===== src/sys_pkg.sv =====
////////////////////
// System package
// Shared types, host command codes and memory constants
// for the command port, memory readers and audio mixer
////////////////////
package sys_pkg;

	// Host and memory data types
	typedef logic [15:0] word_t;
	typedef logic [28:0] mem_addr_t;
	typedef logic [63:0] mem_data_t;

	// Audio and video payloads
	typedef logic signed [15:0] sample_t;
	typedef logic [23:0] pal_entry_t;

	// Crossfeed modes
	typedef enum logic [1:0] {
		MIX_NONE = 2'd0,
		MIX_LOW  = 2'd1,
		MIX_MID  = 2'd2,
		MIX_FULL = 2'd3
	} mix_mode_t;

	// Framebuffer setup, base is a byte address
	typedef struct packed {
		logic        enable;
		logic [5:0]  format;
		logic [31:0] base;
	} fb_cfg_t;

	////////////////////
	// Host command codes
	////////////////////
	localparam logic [7:0] CMD_LED = 8'h25;
	localparam logic [7:0] CMD_VOL = 8'h26;
	localparam logic [7:0] CMD_FB  = 8'h2F;

	// Low format bits for 8-bit palette mode
	localparam logic [2:0] FB_FMT_PAL = 3'b011;

	// PCM ring buffer, in 64-bit words
	localparam mem_addr_t PCM_BASE = 29'h0010_0000;

endpackage


===== src/mem_rd_if.sv =====
////////////////////
// Memory read channel
// Request with address and wait, data returned with rvalid
////////////////////
`timescale 1ns/1ps

interface mem_rd_if import sys_pkg::*; ();

	logic      rd;
	mem_addr_t addr;
	logic      waitreq;
	mem_data_t rdata;
	logic      rvalid;

	// Reader side
	modport client (
		output rd,
		output addr,
		input  waitreq,
		input  rdata,
		input  rvalid
	);

	// Arbiter side of a client channel
	modport arbiter (
		input  rd,
		input  addr,
		output waitreq,
		output rdata,
		output rvalid
	);

	// Memory side
	modport memory (
		input  rd,
		input  addr,
		output waitreq,
		output rdata,
		output rvalid
	);

endinterface


===== src/host_cmd.sv =====
////////////////////
// Host command decoder
// First word after select is the command, the rest is data
// Holds LED, volume and framebuffer registers
////////////////////
`timescale 1ns/1ps

module host_cmd import sys_pkg::*; (
	input  logic       clk,
	input  logic       resetd,
	input  logic       i_io_uio,
	input  logic       i_io_strobe,
	input  word_t      i_io_din,
	input  logic [7:0] i_led_core,
	output logic [7:0] o_led,
	output logic [4:0] o_vol_att,
	output fb_cfg_t    o_fb_cfg
);

	logic       uio_s;
	logic       strobe_s;
	logic       strobe_d;
	word_t      din_s;
	logic       strobe_rise;
	logic       has_cmd;
	logic [7:0] cmd;
	logic [1:0] cnt;
	logic [7:0] led_overtake;
	logic [7:0] led_state;

	// Sample the host port once, then find the strobe edge
	always_ff @(posedge clk) begin
		if (resetd) begin
			uio_s    <= 1'b0;
			strobe_s <= 1'b0;
			strobe_d <= 1'b0;
		end else begin
			uio_s    <= i_io_uio;
			strobe_s <= i_io_strobe;
			strobe_d <= strobe_s;
		end
	end

	always_ff @(posedge clk) begin
		din_s <= i_io_din;
	end

	assign strobe_rise = strobe_s & ~strobe_d;

	////////////////////
	// Command decode
	////////////////////
	always_ff @(posedge clk) begin
		if (resetd) begin
			has_cmd      <= 1'b0;
			cmd          <= 8'd0;
			cnt          <= 2'd0;
			led_overtake <= 8'd0;
			led_state    <= 8'd0;
			o_vol_att    <= 5'd0;
			o_fb_cfg     <= '0;
		end else if (!uio_s) begin
			has_cmd <= 1'b0;
			cmd     <= 8'd0;
			cnt     <= 2'd0;
		end else if (strobe_rise) begin
			if (!has_cmd) begin
				has_cmd <= 1'b1;
				cmd     <= din_s[7:0];
				cnt     <= 2'd0;
			end else begin
				case (cmd)
					CMD_LED: {led_overtake, led_state} <= din_s;
					CMD_VOL: o_vol_att <= din_s[4:0];
					CMD_FB: begin
						// Setup word, then base low and high halves
						case (cnt)
							2'd0: begin
								o_fb_cfg.enable <= din_s[15];
								o_fb_cfg.format <= din_s[5:0];
							end
							2'd1: o_fb_cfg.base[15:0] <= din_s;
							2'd2: o_fb_cfg.base[31:16] <= din_s;
							default: ;
						endcase
						if (cnt != 2'd3)
							cnt <= cnt + 2'd1;
					end
					default: ;
				endcase
			end
		end
	end

	// Overtaken bits show the host state, the rest come from the core
	always_ff @(posedge clk) begin
		o_led <= (led_overtake & led_state) | (~led_overtake & i_led_core);
	end

endmodule


===== src/mem_arbiter.sv =====
////////////////////
// Memory read arbiter
// Round-robin between PCM (c0) and palette (c1)
// Grant held from request until its rvalid
////////////////////
`timescale 1ns/1ps

module mem_arbiter (
	input logic       clk,
	input logic       resetd,
	mem_rd_if.arbiter c0,
	mem_rd_if.arbiter c1,
	mem_rd_if.client  m
);

	logic gnt0;
	logic gnt1;
	logic last1;
	logic idle;
	logic pick0;
	logic pick1;
	logic own0;
	logic own1;

	assign idle = ~gnt0 & ~gnt1;

	// c0 wins a tie only if c1 was served last
	assign pick0 = idle & c0.rd & (~c1.rd | last1);
	assign pick1 = idle & c1.rd & ~pick0;

	assign own0 = gnt0 | pick0;
	assign own1 = gnt1 | pick1;

	// Request path
	assign m.rd   = (own0 & c0.rd) | (own1 & c1.rd);
	assign m.addr = own1 ? c1.addr : c0.addr;

	// Response path, the loser sees wait
	assign c0.waitreq = ~own0 | m.waitreq;
	assign c1.waitreq = ~own1 | m.waitreq;
	assign c0.rdata   = m.rdata;
	assign c1.rdata   = m.rdata;
	assign c0.rvalid  = gnt0 & m.rvalid;
	assign c1.rvalid  = gnt1 & m.rvalid;

	always_ff @(posedge clk) begin
		if (resetd) begin
			gnt0  <= 1'b0;
			gnt1  <= 1'b0;
			last1 <= 1'b0;
		end else if (m.rvalid) begin
			gnt0 <= 1'b0;
			gnt1 <= 1'b0;
		end else if (pick0) begin
			gnt0  <= 1'b1;
			last1 <= 1'b0;
		end else if (pick1) begin
			gnt1  <= 1'b1;
			last1 <= 1'b1;
		end
	end

	a_one_grant: assert property (@(posedge clk) disable iff (resetd)
		!(own0 && own1));

	a_rvalid_granted: assert property (@(posedge clk) disable iff (resetd)
		m.rvalid |-> (gnt0 || gnt1));

endmodule


===== src/pcm_fetch.sv =====
////////////////////
// PCM sample reader
// One stereo word per sample strobe from the ring buffer
////////////////////
`timescale 1ns/1ps

module pcm_fetch import sys_pkg::*; #(
	parameter int PCM_DEPTH = 16
) (
	input  logic      clk,
	input  logic      resetd,
	input  logic      i_sample_ce,
	mem_rd_if.client  mem,
	output sample_t   o_pcm_l,
	output sample_t   o_pcm_r
);

	localparam int IW = (PCM_DEPTH > 1) ? $clog2(PCM_DEPTH) : 1;

	logic          rd_r;
	logic          pend;
	logic [IW-1:0] idx;

	assign mem.rd   = rd_r;
	assign mem.addr = PCM_BASE + mem_addr_t'(idx);

	always_ff @(posedge clk) begin
		if (resetd) begin
			rd_r    <= 1'b0;
			pend    <= 1'b0;
			idx     <= '0;
			o_pcm_l <= '0;
			o_pcm_r <= '0;
		end else begin
			// A strobe during a pending fetch is dropped
			if (i_sample_ce && !pend) begin
				rd_r <= 1'b1;
				pend <= 1'b1;
			end else if (rd_r && !mem.waitreq) begin
				rd_r <= 1'b0;
			end

			if (mem.rvalid) begin
				pend    <= 1'b0;
				o_pcm_l <= mem.rdata[15:0];
				o_pcm_r <= mem.rdata[31:16];
				// Step after the data so addr stays put while waiting
				if (idx == IW'(PCM_DEPTH - 1))
					idx <= '0;
				else
					idx <= idx + 1'b1;
			end
		end
	end

	a_addr_hold: assert property (@(posedge clk) disable iff (resetd)
		mem.rd && mem.waitreq |=> mem.rd && $stable(mem.addr));

endmodule


===== src/pal_fetch.sv =====
////////////////////
// Palette loader
// Reads the palette at the framebuffer base in palette mode
// Two entries written per 64-bit word
////////////////////
`timescale 1ns/1ps

module pal_fetch import sys_pkg::*; #(
	parameter int PAL_WORDS = 128
) (
	input  logic       clk,
	input  logic       resetd,
	input  fb_cfg_t    i_fb_cfg,
	mem_rd_if.client   mem,
	output logic       o_pal_wr,
	output logic [7:0] o_pal_a,
	output pal_entry_t o_pal_d
);

	localparam int IW = (PAL_WORDS > 1) ? $clog2(PAL_WORDS) : 1;
	localparam logic [7:0] LAST_A = 8'(2 * PAL_WORDS - 1);

	logic          pal_en;
	logic          pal_en_d;
	logic [31:0]   base_d;
	logic          reload;
	logic          start_load;
	logic          busy;
	logic          rd_r;
	logic          hi_pend;
	logic [IW-1:0] widx;
	mem_addr_t     word_base;
	pal_entry_t    pal_hi;

	assign pal_en     = i_fb_cfg.enable && (i_fb_cfg.format[2:0] == FB_FMT_PAL);
	assign start_load = !busy && reload && pal_en;

	assign mem.rd   = rd_r;
	assign mem.addr = word_base + mem_addr_t'(widx);

	// Track mode entry and base changes
	always_ff @(posedge clk) begin
		if (resetd) begin
			pal_en_d <= 1'b0;
			base_d   <= 32'd0;
		end else begin
			pal_en_d <= pal_en;
			base_d   <= i_fb_cfg.base;
		end
	end

	////////////////////
	// Load control
	////////////////////
	always_ff @(posedge clk) begin
		if (resetd) begin
			reload   <= 1'b0;
			busy     <= 1'b0;
			rd_r     <= 1'b0;
			hi_pend  <= 1'b0;
			widx     <= '0;
			o_pal_wr <= 1'b0;
		end else begin
			o_pal_wr <= 1'b0;
			hi_pend  <= 1'b0;

			if (start_load) begin
				busy   <= 1'b1;
				rd_r   <= 1'b1;
				widx   <= '0;
				reload <= 1'b0;
			end

			// A change mid-load waits for the current load to finish
			if (pal_en && (!pal_en_d || i_fb_cfg.base != base_d))
				reload <= 1'b1;
			else if (!pal_en)
				reload <= 1'b0;

			if (rd_r && !mem.waitreq)
				rd_r <= 1'b0;

			if (mem.rvalid) begin
				o_pal_wr <= 1'b1;
				hi_pend  <= 1'b1;
				if (widx != IW'(PAL_WORDS - 1)) begin
					widx <= widx + 1'b1;
					rd_r <= 1'b1;
				end
			end

			if (hi_pend)
				o_pal_wr <= 1'b1;

			// Done once the high entry of the last word is out
			if (o_pal_wr && o_pal_a == LAST_A)
				busy <= 1'b0;
		end
	end

	// Entry address and data, low entry first
	always_ff @(posedge clk) begin
		if (start_load)
			word_base <= i_fb_cfg.base[31:3];
		if (mem.rvalid) begin
			o_pal_a <= 8'({widx, 1'b0});
			o_pal_d <= mem.rdata[23:0];
			pal_hi  <= mem.rdata[55:32];
		end else if (hi_pend) begin
			o_pal_a <= o_pal_a + 8'd1;
			o_pal_d <= pal_hi;
		end
	end

	a_wr_in_load: assert property (@(posedge clk) disable iff (resetd)
		o_pal_wr |-> busy);

endmodule


===== src/audio_mix.sv =====
////////////////////
// Audio mixer, one channel
// Core plus PCM, crossfeed, attenuation and clamp
////////////////////
`timescale 1ns/1ps

module audio_mix import sys_pkg::*; (
	input  logic       clk,
	input  logic       resetd,
	input  sample_t    i_core,
	input  sample_t    i_pcm,
	input  logic       i_signed,
	input  mix_mode_t  i_mix,
	input  logic [4:0] i_att,
	input  sample_t    i_pre,
	output sample_t    o_pre,
	output sample_t    o_audio
);

	logic signed [16:0] a1;
	logic signed [16:0] a2;
	logic signed [16:0] sum;
	logic signed [16:0] mixed;
	logic signed [16:0] shifted;

	assign sum = a1 + {i_pcm[15], i_pcm};

	// Crossfeed with the other channel's halved sum
	always_comb begin
		case (i_mix)
			MIX_LOW:  mixed = a2 - (a2 >>> 3) + (i_pre >>> 2);
			MIX_MID:  mixed = a2 - (a2 >>> 2) + (i_pre >>> 1);
			MIX_FULL: mixed = (a2 >>> 1) + i_pre;
			default:  mixed = a2;
		endcase

		if (i_att[4])
			shifted = '0;
		else
			shifted = mixed >>> i_att[3:0];
	end

	always_ff @(posedge clk) begin
		if (resetd) begin
			a1      <= '0;
			a2      <= '0;
			o_pre   <= '0;
			o_audio <= '0;
		end else begin
			// Unsigned core audio is halved into the positive range
			if (i_signed)
				a1 <= {i_core[15], i_core};
			else
				a1 <= {2'b00, i_core[15:1]};

			a2    <= sum;
			o_pre <= sum[16:1];

			// Saturate on 17-bit overflow
			if (shifted[16] != shifted[15])
				o_audio <= {shifted[16], {15{shifted[15]}}};
			else
				o_audio <= shifted[15:0];
		end
	end

endmodule


===== src/sys_core.sv =====
////////////////////
// System core
// Host command port, shared memory read port,
// palette write port and stereo audio mixer
////////////////////
`timescale 1ns/1ps

module sys_core import sys_pkg::*; #(
	parameter int PCM_DEPTH = 16,
	parameter int PAL_WORDS = 128
) (
	input  logic       clk,
	input  logic       resetd,

	// Host command port
	input  logic       i_io_uio,
	input  logic       i_io_strobe,
	input  word_t      i_io_din,

	// Status LEDs
	input  logic [7:0] i_led_core,
	output logic [7:0] o_led,

	// Audio
	input  sample_t    i_core_audio_l,
	input  sample_t    i_core_audio_r,
	input  logic       i_audio_signed,
	input  mix_mode_t  i_audio_mix,
	input  logic       i_sample_ce,
	output sample_t    o_audio_l,
	output sample_t    o_audio_r,

	// Memory read port
	output logic       o_mem_rd,
	output mem_addr_t  o_mem_addr,
	input  logic       i_mem_wait,
	input  mem_data_t  i_mem_rdata,
	input  logic       i_mem_rvalid,

	// Palette write port
	output logic       o_pal_wr,
	output logic [7:0] o_pal_a,
	output pal_entry_t o_pal_d
);

	logic [4:0] vol_att;
	fb_cfg_t    fb_cfg;
	sample_t    pcm_l;
	sample_t    pcm_r;
	sample_t    pre_l;
	sample_t    pre_r;

	mem_rd_if pcm_if ();
	mem_rd_if pal_if ();
	mem_rd_if mem_if ();

	////////////////////
	// Memory port
	////////////////////
	assign o_mem_rd       = mem_if.rd;
	assign o_mem_addr     = mem_if.addr;
	assign mem_if.waitreq = i_mem_wait;
	assign mem_if.rdata   = i_mem_rdata;
	assign mem_if.rvalid  = i_mem_rvalid;

	host_cmd u_host_cmd (
		.clk         (clk),
		.resetd      (resetd),
		.i_io_uio    (i_io_uio),
		.i_io_strobe (i_io_strobe),
		.i_io_din    (i_io_din),
		.i_led_core  (i_led_core),
		.o_led       (o_led),
		.o_vol_att   (vol_att),
		.o_fb_cfg    (fb_cfg)
	);

	mem_arbiter u_mem_arbiter (
		.clk    (clk),
		.resetd (resetd),
		.c0     (pcm_if),
		.c1     (pal_if),
		.m      (mem_if)
	);

	pcm_fetch #(.PCM_DEPTH(PCM_DEPTH)) u_pcm_fetch (
		.clk         (clk),
		.resetd      (resetd),
		.i_sample_ce (i_sample_ce),
		.mem         (pcm_if),
		.o_pcm_l     (pcm_l),
		.o_pcm_r     (pcm_r)
	);

	pal_fetch #(.PAL_WORDS(PAL_WORDS)) u_pal_fetch (
		.clk      (clk),
		.resetd   (resetd),
		.i_fb_cfg (fb_cfg),
		.mem      (pal_if),
		.o_pal_wr (o_pal_wr),
		.o_pal_a  (o_pal_a),
		.o_pal_d  (o_pal_d)
	);

	// Left and right cross-connect their halved sums
	audio_mix u_mix_l (
		.clk      (clk),
		.resetd   (resetd),
		.i_core   (i_core_audio_l),
		.i_pcm    (pcm_l),
		.i_signed (i_audio_signed),
		.i_mix    (i_audio_mix),
		.i_att    (vol_att),
		.i_pre    (pre_r),
		.o_pre    (pre_l),
		.o_audio  (o_audio_l)
	);

	audio_mix u_mix_r (
		.clk      (clk),
		.resetd   (resetd),
		.i_core   (i_core_audio_r),
		.i_pcm    (pcm_r),
		.i_signed (i_audio_signed),
		.i_mix    (i_audio_mix),
		.i_att    (vol_att),
		.i_pre    (pre_l),
		.o_pre    (pre_r),
		.o_audio  (o_audio_r)
	);

endmodule


===== config.mk =====
export PLATFORM = sky130hd
export DESIGN_NAME = sys_core
export DESIGN_NICKNAME = d
export VERILOG_FILES = /design/src/sys_pkg.sv /design/src/mem_rd_if.sv /design/src/host_cmd.sv /design/src/mem_arbiter.sv /design/src/pcm_fetch.sv /design/src/pal_fetch.sv /design/src/audio_mix.sv /design/src/sys_core.sv
export SDC_FILE = /design/constraint.sdc
export NUM_CORES = 1
export LEC_CHECK = 0
export ABC_AREA = 1
export ABC_CLOCK_PERIOD_IN_PS = 5500
export BUFFER_PORTS_ARGS = -buffer_cell sky130_fd_sc_hd__clkbuf_2
export CORE_MARGIN = 3
export CORE_UTILIZATION = 34
export DETAILED_ROUTE_END_ITERATION = 16
export PLACE_DENSITY_LB_ADDON = 0.25
export SETUP_SLACK_MARGIN = 0.05
export SYNTH_ARGS = -nofsm -noshare
export SYNTH_HDL_FRONTEND = slang
export SYNTH_HIERARCHICAL = 1
export SYNTH_SLANG_ARGS = --single-unit

===== constraint.sdc =====
create_clock -name clk -period 5.5 [get_ports clk]
set_input_delay 0.55 -clock clk [delete_from_list [all_inputs] [get_ports clk]]
set_output_delay 0.55 -clock clk [all_outputs]
set_load 0.02 [all_outputs]

==> run_summary.xml, run 1 <==
<?xml version="1.0" encoding="UTF-8"?>
<metrics>
  <group name="run_status">
    <metric name="outcome" unit="">complete, no violations</metric>
  </group>
  <group name="synth">
    <metric name="post_synth_instance_area" unit="mm2">0.02781</metric>
    <metric name="synth.yosys.warnings" unit="">6</metric>
    <metric name="netlist_instances" unit="">4134</metric>
    <metric name="postSynthAreaPerCell" unit="um2">6.728</metric>
  </group>
  <group name="routing">
    <metric name="final_antenna_net_count" unit="">0</metric>
    <metric name="viasPerCell" unit="">4.724</metric>
    <metric name="mean_routed_wirelength_per_cell" unit="um">16.05</metric>
    <metric name="drtIter0Drc" unit="">1880</metric>
    <metric name="first_pass_iters" unit="">8</metric>
    <metric name="dr_total_vias" unit="">25090</metric>
    <metric name="drcViolationCount" unit="">0</metric>
    <metric name="route.final.wire_length" unit="um">85250</metric>
  </group>
  <group name="hold_path">
    <metric name="whs_path_depth" unit="">1</metric>
    <metric name="hold_start" unit="">i_io_din[4]</metric>
    <metric name="holdPathEnd" unit="">u_host_cmd/din_s[4]</metric>
    <metric name="hp-class" unit="">primary input to flip-flop</metric>
  </group>
  <group name="clock_network">
    <metric name="postCtsHoldBufs" unit="">0</metric>
    <metric name="clock_tree.htree_level_count" unit="">2</metric>
    <metric name="clock_path_buffers" unit="">3</metric>
    <metric name="cts_repair_resize_count" unit="">0</metric>
    <metric name="numClockSinks" unit="">364</metric>
    <metric name="cts.repair_timing.setup_buffer_count" unit="">0</metric>
    <metric name="clockRootBuffer" unit="">clkbuf_16</metric>
    <metric name="clock_latency" unit="ps">570</metric>
    <metric name="number_of_buffers_added_by_the_clock_tree_synthesis_step" unit="">44</metric>
    <metric name="cts.clk_slew.worst_paths" unit="ps">60</metric>
    <metric name="tritoncts" unit="">yes</metric>
  </group>
  <group name="layout">
    <metric name="layout_net_count" unit="">4584</metric>
    <metric name="most-common-layout-cells" unit="">nand2_1 (1,108), inv_1 (640), nor2_1 (454)</metric>
    <metric name="post_route_cells_drive_above_1_share" unit="%">11.67</metric>
    <metric name="syn_to_final_growth" unit="%">9.213</metric>
    <metric name="layout.cells.most_common" unit="">nand2_1</metric>
    <metric name="postLayoutCellArea" unit="mm2">0.03038</metric>
  </group>
  <group name="grt">
    <metric name="maximum_number_of_pins_on_one_net_before_global_route_repair" unit="">61</metric>
    <metric name="grt_pass1_wl" unit="um">132800</metric>
    <metric name="grt_pass1_vias" unit="">23160</metric>
    <metric name="overall_overflow_remaining_after_global_route" unit="">0</metric>
    <metric name="grt_usage" unit="%">19.61</metric>
    <metric name="initial_antenna_violation_count" unit="">8</metric>
  </group>
  <group name="timing">
    <metric name="worst_slew_margin_rel" unit="%">28.73</metric>
    <metric name="rsz_0062_raised_after_global_routing" unit="">no</metric>
    <metric name="fin_skew" unit="ps">14.11</metric>
    <metric name="slack_of_the_critical_path" unit="ps">1490</metric>
    <metric name="hold_viol_final" unit="">0</metric>
    <metric name="finalSetupViolations" unit="">0</metric>
    <metric name="period_needed" unit="ps">4010</metric>
    <metric name="fin_setup_tns" unit="ps">0</metric>
    <metric name="final_min_period_over_clock_period" unit="%">72.91</metric>
    <metric name="drv_slew" unit="">0</metric>
    <metric name="timing_worst_slew_pin_value" unit="ps">1068</metric>
    <metric name="clock.fmax" unit="MHz">249.4</metric>
  </group>
  <group name="floorplan">
    <metric name="design.die.area" unit="mm2">0.08528</metric>
    <metric name="die_height" unit="um">292.0</metric>
    <metric name="num_rows" unit="">104</metric>
    <metric name="die_width" unit="um">292.0</metric>
    <metric name="boundaryPins" unit="">233</metric>
    <metric name="placeableCoreArea" unit="mm2">0.08081</metric>
    <metric name="initial_core_util" unit="%">34.42</metric>
  </group>
  <group name="worst_setup_path">
    <metric name="r2r_slack" unit="ps">1490</metric>
    <metric name="critPathLaunchType" unit="">flip-flop</metric>
    <metric name="critical_path_arrival" unit="ps">4510</metric>
    <metric name="r2r_cells" unit="">21</metric>
    <metric name="crit-reg2reg-launch" unit="">u_mix_l/o_pre[3]</metric>
    <metric name="worst-path-max-fanout" unit="">14</metric>
    <metric name="worst_r2r_endpoint" unit="">u_mix_r/o_audio[4]</metric>
    <metric name="setup.worst_path.end_class" unit="">flip-flop</metric>
    <metric name="crit_required" unit="ps">6000</metric>
    <metric name="criticalPathCategory" unit="">flip-flop to flip-flop</metric>
  </group>
  <group name="placed_design">
    <metric name="detailed_place_hpwl" unit="um">68100</metric>
    <metric name="placement.cell_area" unit="mm2">0.02895</metric>
    <metric name="dp_worst_setup_slack" unit="ps">1538</metric>
    <metric name="placement.io_buffers" unit="">224</metric>
    <metric name="gp_routability_congestion" unit="">0.9274</metric>
  </group>
  <group name="power_and_ir_drop">
    <metric name="vdd_ir_drop_max" unit="V">0.0002439</metric>
    <metric name="leakage" unit="nW">15.75</metric>
    <metric name="power_per_cell_area" unit="mW/mm2">277.8</metric>
  </group>
  <group name="flow_run">
    <metric name="cap_violations" unit="">0</metric>
  </group>
</metrics>
[worst max-delay path, stage by stage (launching register included)]
cell     delay (ps)
dfxtp_1         590
inv_1           190
fa_1            560
inv_1            70
fa_1            500
nand3_1         130
nand3_2         130
nand2_1          90
nand2_1         130
nand2_1         110
nand2_1          50
nand2_1          50
nand3_1          80
nand4_2         140
nand3_1         130
nand3_2         190
nand2_4          90
nand2_4          70
nand4_4         280
inv_1           180
nor2_1           70
nor2_1           90
[stage by stage]
stage	util (%)	hold WS [ps]	power (mW)	std cells
4_1_cts	37.59	45.61	8.516	5309
6_report	37.59	78.87	8.439	5310
3_5_place_dp	35.83	446.9	5.583	5231
2_1_floorplan	-	428.3	4.949	4157
5_1_grt	37.59	49.17	9.021	5310
3_3_place_gp	35.83	437.6	5.577	5231
[worst max-delay path by stage]
stage                      start                   to  slack (ps)  cells past startpoint
2_1_floorplan  u_mix_l/o_pre[15]  u_mix_r/o_audio[11]        2330                     21
3_3_place_gp    u_mix_l/o_pre[3]   u_mix_r/o_audio[4]        1570                     20
3_5_place_dp    u_mix_l/o_pre[3]   u_mix_r/o_audio[4]        1540                     20
4_1_cts         u_mix_l/o_pre[3]   u_mix_r/o_audio[4]        1490                     21
5_1_grt         u_mix_l/o_pre[3]   u_mix_r/o_audio[4]        1120                     21
6_report        u_mix_l/o_pre[3]   u_mix_r/o_audio[4]        1490                     21
[where the power goes]
part | switching (mW) | internal, mW | leakage [nW]
Combinational | 1.76 | 0.882 | 12.1
Sequential | 0.0986 | 2.83 | 3.00
Clock | 1.17 | 1.70 | 0.693
[routing by layer]
layer / vias up / part of all wire (%) / GRT usage, %
met1: 11310 / 47 / 26.83
li1: 13000 / - / -
met4: 4 / 2.0 / 4.217
met3: 114 / 5.4 / 2.495
met2: 663 / 46 / 33.09
met5: - / 0.026 / 0
[sequential cells by signal (all words and copies together) (netlist names), 16 cells and up]
signal / cells
u_host_cmd/din_s: 16
u_host_cmd/o_fb_cfg: 36
u_mix_l/a1: 16
u_mix_l/o_audio: 16
u_mix_l/o_pre: 16
u_mix_r/a1: 16
u_mix_r/o_audio: 16
u_mix_r/o_pre: 16
u_pal_fetch/base_d: 32
u_pal_fetch/o_pal_d: 24
u_pal_fetch/pal_hi: 24
u_pal_fetch/word_base: 29
u_pcm_fetch/o_pcm_l: 16
u_pcm_fetch/o_pcm_r: 16
[area by class of cell]
cell class | count | area (um2)
Clock buffer | 62 | 1222
Tap cell | 1060 | 1326
Multi-Input combinational cell | 2880 | 15660
Timing Repair Buffer | 241 | 1251
Clock inverter | 16 | 197.7
Fill cell | 8652 | 50430
Antenna cell | 1 | 2.502
Sequential cell | 364 | 8128
Inverter | 686 | 2585
No activity file was read; power rests on OpenSTA's default activity.
==> run 2, diff against run 1 <==
--- a/config.mk
+++ b/config.mk
@@ -6,7 +6,7 @@
 export NUM_CORES = 1
 export LEC_CHECK = 0
 export ABC_AREA = 1
-export ABC_CLOCK_PERIOD_IN_PS = 5500
+export ABC_CLOCK_PERIOD_IN_PS = 4130
 export BUFFER_PORTS_ARGS = -buffer_cell sky130_fd_sc_hd__clkbuf_2
 export CORE_MARGIN = 3
 export CORE_UTILIZATION = 34
==> constraint.sdc (replaced) <==
create_clock -name clk -period 4.13 [get_ports clk]
set_input_delay 0.413 -clock clk [delete_from_list [all_inputs] [get_ports clk]]
set_output_delay 0.413 -clock clk [all_outputs]
set_load 0.02 [all_outputs]
==> run 2 against run 1 <==
Against the previous run: combinational power grew 39%; via count grew 2.1%; worst setup slack got worse by 1200 ps; final cell count rose by 1.9%; critical endpoint is now u_mix_r/o_audio[11].
==> run_summary.xml, run 2 (synthesized netlist as in run 1, its figures left out) <==
<?xml version="1.0" encoding="UTF-8"?>
<metrics>
  <group name="timing">
    <metric name="fin_setup_tns" unit="ps">0</metric>
    <metric name="fin_skew" unit="ps">42.34</metric>
    <metric name="period_needed" unit="ps">3858</metric>
    <metric name="hold_viol_final" unit="">0</metric>
    <metric name="worst_slew_margin_rel" unit="%">33.10</metric>
    <metric name="rsz_0062_raised_after_global_routing" unit="">no</metric>
    <metric name="final_min_period_over_clock_period" unit="%">93.41</metric>
    <metric name="clock.fmax" unit="MHz">259.2</metric>
    <metric name="timing_worst_slew_pin_value" unit="ps">1002</metric>
    <metric name="hold_slack" unit="ps">31.14</metric>
    <metric name="finalSetupViolations" unit="">0</metric>
    <metric name="drv_slew" unit="">0</metric>
  </group>
  <group name="worst_setup_path">
    <metric name="worst_r2r_endpoint" unit="">u_mix_r/o_audio[11]</metric>
    <metric name="r2r_cells" unit="">22</metric>
    <metric name="crit_path_slowest_cell" unit="">dfxtp_1</metric>
    <metric name="cp_top_family" unit="">simple AND/OR/NAND/NOR gates</metric>
    <metric name="cp_cell_sequence" unit="">inv_1 -&gt; fa_1 -&gt; inv_1 -&gt; ha_1 -&gt; buf_4 -&gt; nand2_1 -&gt; inv_1 -&gt; nand2_1 -&gt; nand2_1 -&gt; a21oi_1 -&gt; nand3_1 -&gt; nand3_1 -&gt; nand4_2 -&gt; nand3_1 -&gt; nand3_2 -&gt; nand2_4 -&gt; buf_4 -&gt; nand3_4 -&gt; nand2_1 -&gt; inv_2 -&gt; o21ai_1 -&gt; a21oi_2</metric>
    <metric name="worst-path-max-fanout" unit="">8</metric>
    <metric name="cp_common_cell" unit="">nand2_1</metric>
    <metric name="crit_path_max_incr_delay" unit="ps">660</metric>
    <metric name="r2r_slack" unit="ps">270</metric>
    <metric name="critical_path_arrival" unit="ps">4310</metric>
    <metric name="critPathLaunchType" unit="">flip-flop</metric>
    <metric name="crit_required" unit="ps">4590</metric>
    <metric name="criticalPathCategory" unit="">flip-flop to flip-flop</metric>
    <metric name="cp.depth" unit="">22</metric>
    <metric name="crit-reg2reg-launch" unit="">u_mix_r/o_pre[14]</metric>
    <metric name="crit_buf_inv" unit="">6</metric>
    <metric name="setup.worst_path.end_class" unit="">flip-flop</metric>
  </group>
  <group name="layout">
    <metric name="most-common-layout-cells" unit="">nand2_1 (1,108), inv_1 (640), nor2_1 (454)</metric>
    <metric name="postLayoutCoreUtil" unit="%">38.82</metric>
    <metric name="post_route_cells_drive_above_1_share" unit="%">12.95</metric>
    <metric name="syn_to_final_growth" unit="%">12.79</metric>
    <metric name="layout.cells.most_common" unit="">nand2_1</metric>
    <metric name="top_register" unit="">u_host_cmd/o_fb_cfg</metric>
    <metric name="layout_net_count" unit="">4679</metric>
    <metric name="largest_registers" unit="">u_host_cmd/o_fb_cfg (36), u_pal_fetch/base_d (32), u_pal_fetch/word_base (29)</metric>
    <metric name="largest_reg_flops" unit="">36</metric>
  </group>
  <group name="clock_network">
    <metric name="numClockSinks" unit="">364</metric>
    <metric name="cts.repair_timing.setup_buffer_count" unit="">0</metric>
    <metric name="clockRootBuffer" unit="">clkbuf_16</metric>
    <metric name="clock_tree.htree_level_count" unit="">2</metric>
    <metric name="cts.clk_slew.worst_paths" unit="ps">60</metric>
    <metric name="clock_path_buffers" unit="">3</metric>
    <metric name="number_of_buffers_added_by_the_clock_tree_synthesis_step" unit="">44</metric>
    <metric name="clock_latency" unit="ps">590</metric>
    <metric name="tritoncts" unit="">yes</metric>
  </group>
  <group name="floorplan">
    <metric name="num_rows" unit="">104</metric>
    <metric name="die_width" unit="um">292.0</metric>
    <metric name="design.die.area" unit="mm2">0.08528</metric>
    <metric name="initial_core_util" unit="%">34.42</metric>
    <metric name="boundaryPins" unit="">233</metric>
    <metric name="placeableCoreArea" unit="mm2">0.08081</metric>
    <metric name="die_height" unit="um">292.0</metric>
  </group>
  <group name="routing">
    <metric name="route.final.wire_length" unit="um">87210</metric>
    <metric name="viasPerCell" unit="">4.733</metric>
    <metric name="drtIter0Drc" unit="">1788</metric>
    <metric name="drcViolationCount" unit="">0</metric>
    <metric name="first_pass_iters" unit="">6</metric>
    <metric name="mean_routed_wirelength_per_cell" unit="um">16.12</metric>
    <metric name="final_antenna_net_count" unit="">0</metric>
    <metric name="dr_total_vias" unit="">25610</metric>
  </group>
  <group name="grt">
    <metric name="grt_pass1_vias" unit="">24370</metric>
    <metric name="maximum_number_of_pins_on_one_net_before_global_route_repair" unit="">52</metric>
    <metric name="overall_overflow_remaining_after_global_route" unit="">0</metric>
    <metric name="grt_pass1_wl" unit="um">136200</metric>
    <metric name="grt_usage" unit="%">20.13</metric>
    <metric name="initial_antenna_violation_count" unit="">5</metric>
  </group>
  <group name="placed_design">
    <metric name="gp_routability_congestion" unit="">0.9416</metric>
    <metric name="detailed_place_hpwl" unit="um">70190</metric>
    <metric name="placement.io_buffers" unit="">224</metric>
  </group>
  <group name="run_status">
    <metric name="outcome" unit="">complete, no violations</metric>
  </group>
  <group name="hold_path">
    <metric name="hp-class" unit="">primary input to flip-flop</metric>
    <metric name="holdPathEnd" unit="">u_pal_fetch/pal_hi[2]</metric>
    <metric name="whs_path_depth" unit="">1</metric>
    <metric name="hold_start" unit="">i_mem_rdata[34]</metric>
  </group>
  <group name="power_and_ir_drop">
    <metric name="power_per_cell_area" unit="mW/mm2">368.1</metric>
    <metric name="vdd_ir_drop_max" unit="V">0.0002771</metric>
    <metric name="leakage" unit="nW">16.25</metric>
  </group>
  <group name="flow_run">
    <metric name="cap_violations" unit="">0</metric>
  </group>
</metrics>
[run 2: changes by cell type in the layout (fill, tap and decap cells not counted), sizes merged]
cell         previous run  this run
clkinvlp                2         7
dlygate4sd3             0        39
diode                   1         3
clkbuf                285       277
clkinv                 13        17
bufinv                  3         5
inv                   684       685
buf                    18        74
[run 2: metal layers]
metal / vias to the layer above / routed length, um / GRT usage [%]
li1: 13210 / - / -
met1: 11670 / 39290 / 26.51
met2: 612 / 40640 / 34.29
met3: 123 / 4399 / 2.556
met4: 2 / 2864 / 6.405
met5: - / 10 / 0
[run 2: through the flow]
step | instances | worst slack (ps) | instance area (um2) | total power [mW]
global placement | 5287 | 323.5 | 29450 | 7.519
floorplan | 4157 | 962.6 | 27900 | 6.591
finish | 5411 | 272.2 | 31370 | 11.55
global route | 5409 | 58.91 | 31370 | 12.32
detailed placement | 5287 | 297.7 | 29450 | 7.540
CTS | 5408 | 320.9 | 31360 | 11.66
[run 2: layout make-up]
class,count,area [um2]
fillers,8570,49430
multi-input cells,2880,15660
flip-flops and latches,364,8130
inverters,686,2585
repair buffers,336,2137
well taps,1060,1326
clock buffers,54,1179
clock inverters,28,344.1
diodes,3,7.507
[run 2: where the power goes]
group | leakage [nW] | internal [mW] | switching (mW)
Combinational | 12.5 | 1.28 | 2.39
Sequential | 3.00 | 3.77 | 0.103
Clock | 0.726 | 2.38 | 1.63
Total | 16.3 | 7.42 | 4.12
[run 2: worst max path at each step]
| stage | from | endpoint |
|---|---|---|
| global placement | u_mix_l/o_pre[14] | u_mix_r/o_audio[11] |
| floorplan | u_mix_l/o_pre[15] | u_mix_r/o_audio[11] |
| finish | u_mix_r/o_pre[14] | u_mix_r/o_audio[11] |
| detailed placement | u_mix_l/o_pre[14] | u_mix_r/o_audio[11] |
| global route | u_mix_r/o_pre[14] | u_mix_r/o_audio[4] |
| CTS | u_mix_l/o_pre[14] | u_mix_r/o_audio[11] |
[run 2: what timing repair did]
item                       in CTS  in global routing
gates resized for setup         0                  2
hold buffers                   39                  0
hold endpoints to repair       39                  0
setup endpoints to repair       0                  3
==> run 3, diff against run 2 <==
--- a/config.mk
+++ b/config.mk
@@ -10,6 +10,7 @@
 export BUFFER_PORTS_ARGS = -buffer_cell sky130_fd_sc_hd__clkbuf_2
 export CORE_MARGIN = 3
 export CORE_UTILIZATION = 34
+export CTS_BUF_LIST = sky130_fd_sc_hd__clkbuf_8
 export DETAILED_ROUTE_END_ITERATION = 16
 export PLACE_DENSITY_LB_ADDON = 0.25
 export SETUP_SLACK_MARGIN = 0.05
==> run 3 against run 2 <==
Against the previous run: core utilization is 0.27 points higher; clock-buffer cell count is 26 higher; non-clock buffer count is 30 higher; global-route usage is 0.22 points higher; first-iteration DRC count is 5.8% higher; combinational power hardly changed; critical endpoint unchanged.
==> run_summary.xml, run 3 (synthesized netlist as in run 1, its figures left out) <==
<?xml version="1.0" encoding="UTF-8"?>
<metrics>
  <group name="run_status">
    <metric name="outcome" unit="">complete, no violations</metric>
  </group>
  <group name="placed_design">
    <metric name="placement.io_buffers" unit="">224</metric>
    <metric name="gp_routability_congestion" unit="">0.9416</metric>
    <metric name="detailed_place_hpwl" unit="um">70190</metric>
    <metric name="placement.cell_area" unit="mm2">0.02945</metric>
    <metric name="cells_after_dpl" unit="">5287</metric>
  </group>
  <group name="layout">
    <metric name="final_cell_count_no_fill" unit="">5479</metric>
    <metric name="syn_to_final_growth" unit="%">13.58</metric>
    <metric name="top_register" unit="">u_host_cmd/o_fb_cfg</metric>
    <metric name="postLayoutCellArea" unit="mm2">0.03159</metric>
    <metric name="layout_net_count" unit="">4733</metric>
    <metric name="most-common-layout-cells" unit="">nand2_1 (1,108), inv_1 (661), nor2_1 (454)</metric>
    <metric name="largest_registers" unit="">u_host_cmd/o_fb_cfg (36), u_pal_fetch/base_d (32), u_pal_fetch/word_base (29)</metric>
    <metric name="fillCellCount" unit="">8596</metric>
    <metric name="layout.cells.most_common" unit="">nand2_1</metric>
    <metric name="post_route_cells_drive_above_1_share" unit="%">13.33</metric>
    <metric name="largest_reg_flops" unit="">36</metric>
  </group>
  <group name="clock_network">
    <metric name="cts.clk_slew.worst_paths" unit="ps">60</metric>
    <metric name="clock_path_buffers" unit="">3</metric>
    <metric name="numClockSinks" unit="">364</metric>
    <metric name="clock_tree.htree_level_count" unit="">3</metric>
    <metric name="cts.repair_timing.setup_buffer_count" unit="">0</metric>
    <metric name="clockRootBuffer" unit="">clkbuf_8</metric>
    <metric name="number_of_buffers_added_by_the_clock_tree_synthesis_step" unit="">68</metric>
    <metric name="tritoncts" unit="">yes</metric>
    <metric name="clock_latency" unit="ps">640</metric>
  </group>
  <group name="worst_setup_path">
    <metric name="critPathLaunchType" unit="">flip-flop</metric>
    <metric name="worst-path-max-fanout" unit="">8</metric>
    <metric name="critical_path_arrival" unit="ps">4360</metric>
    <metric name="setup.worst_path.end_class" unit="">flip-flop</metric>
    <metric name="crit_required" unit="ps">4620</metric>
    <metric name="criticalPathCategory" unit="">flip-flop to flip-flop</metric>
  </group>
  <group name="routing">
    <metric name="drcViolationCount" unit="">0</metric>
    <metric name="viasPerCell" unit="">4.727</metric>
    <metric name="mean_routed_wirelength_per_cell" unit="um">16.06</metric>
    <metric name="route.final.wire_length" unit="um">87980</metric>
    <metric name="first_pass_iters" unit="">6</metric>
    <metric name="final_antenna_net_count" unit="">0</metric>
    <metric name="dr_total_vias" unit="">25900</metric>
    <metric name="drtIter0Drc" unit="">1892</metric>
  </group>
  <group name="timing">
    <metric name="drv_slew" unit="">0</metric>
    <metric name="period_needed" unit="ps">3863</metric>
    <metric name="clock.fmax" unit="MHz">258.9</metric>
    <metric name="timing_worst_slew_pin_value" unit="ps">1002</metric>
    <metric name="fin_skew" unit="ps">42.50</metric>
    <metric name="hold_viol_final" unit="">0</metric>
    <metric name="finalSetupViolations" unit="">0</metric>
    <metric name="final_min_period_over_clock_period" unit="%">93.52</metric>
    <metric name="worst_slew_margin_rel" unit="%">33.11</metric>
    <metric name="rsz_0062_raised_after_global_routing" unit="">no</metric>
    <metric name="fin_setup_tns" unit="ps">0</metric>
  </group>
  <group name="floorplan">
    <metric name="num_rows" unit="">104</metric>
    <metric name="initial_core_util" unit="%">34.42</metric>
    <metric name="placeableCoreArea" unit="mm2">0.08081</metric>
    <metric name="boundaryPins" unit="">233</metric>
    <metric name="design.die.area" unit="mm2">0.08528</metric>
    <metric name="die_width" unit="um">292.0</metric>
    <metric name="die_height" unit="um">292.0</metric>
  </group>
  <group name="hold_path">
    <metric name="hp-class" unit="">primary input to flip-flop</metric>
  </group>
  <group name="power_and_ir_drop">
    <metric name="power_per_cell_area" unit="mW/mm2">356.3</metric>
    <metric name="post-layout-total-power" unit="mW">11.25</metric>
    <metric name="vdd_ir_drop_max" unit="V">0.0002984</metric>
    <metric name="leakage" unit="nW">16.48</metric>
  </group>
  <group name="grt">
    <metric name="grt_usage" unit="%">20.36</metric>
    <metric name="maximum_number_of_pins_on_one_net_before_global_route_repair" unit="">52</metric>
    <metric name="overall_overflow_remaining_after_global_route" unit="">0</metric>
    <metric name="grt_pass1_wl" unit="um">137400</metric>
    <metric name="initial_antenna_violation_count" unit="">6</metric>
    <metric name="grt_pass1_vias" unit="">24680</metric>
  </group>
  <group name="flow_run">
    <metric name="cap_violations" unit="">0</metric>
  </group>
</metrics>
==> run 3: metal layers <==
metal  GRT usage, %  up-vias  part of all wire (%)
li1               -    13310                     -
met5              0        -                 0.039
met2          34.37      681                    46
met1          26.58    11750                    45
met4          6.995        6                   3.5
met3          3.004      149                   5.3
==> run 3: final cells by class <==
class                      instances  area, um2  share of cell area [%]
clock buffer                      80       1101                   3.485
sequential                       364       8132                   25.74
antenna                            1      2.502                0.007921
tap                             1060       1326                   4.198
multi-input combinational       2880      15660                   49.58
inverter                         686       2585                   8.183
clock inverter                    42      344.1                   1.089
timing repair buffer             366       2437                   7.715
==> run 3: metrics by stage <==
| stage | utilization, % | hold slack, ps | setup WS, ps |
|---|---|---|---|
| finish | 39.09 | 56.23 | 267.5 |
| global route | 39.09 | 31.25 | 54.03 |
| CTS | 39.09 | 0.4544 | 260.7 |
| detailed placement | 36.44 | 439.1 | 297.7 |
| global placement | 36.44 | 436.0 | 323.5 |
| floorplan | - | 428.3 | 962.6 |
==> run 3: report_power, final <==
group / total, mW / internal [mW] / switching (mW) / leakage [nW]
Combinational: 3.69 / 1.30 / 2.39 / 12.7
Clock: 3.70 / 2.10 / 1.60 / 0.824
Sequential: 3.87 / 3.77 / 0.104 / 3.00
Total: 11.3 / 7.16 / 4.10 / 16.5
==> run 3: path summary, 6_finish.rpt <==
| kind | startpoint | end | slack (ps) | depth (start not counted) |
|---|---|---|---|---|
| setup / recovery | u_mix_r/o_pre[14] | u_mix_r/o_audio[11] | 270 | 22 |
| hold / removal | i_core_audio_r[12] | u_mix_r/a1[12] | 60 | 3 |
| setup reg to reg | u_mix_r/o_pre[14] | u_mix_r/o_audio[11] | 270 | 22 |
| hold reg to reg | u_host_cmd/o_fb_cfg[0] | u_pal_fetch/base_d[0] | 450 | 2 |
==> run 3: worst max-delay path, stage by stage (launching register included) <==
cell     delay [ps]
dfxtp_1         660
inv_1           160
fa_1            520
inv_1            50
ha_1            320
buf_4           170
nand2_1         100
inv_1            50
nand2_1          50
nand2_1          50
a21oi_1         270
nand3_1         130
nand3_1         130
nand4_2         140
nand3_1         140
nand3_2         120
nand2_4         100
buf_4           110
nand3_4         100
nand2_1         110
inv_2            70
o21ai_1         100
a21oi_2          60
==> run 3: timing repair <==
item | in CTS | in global routing
hold buffers | 69 | 0
resized for setup | 0 | 3
endpoints found under the setup margin | 0 | 11
hold endpoints to repair | 70 | 0
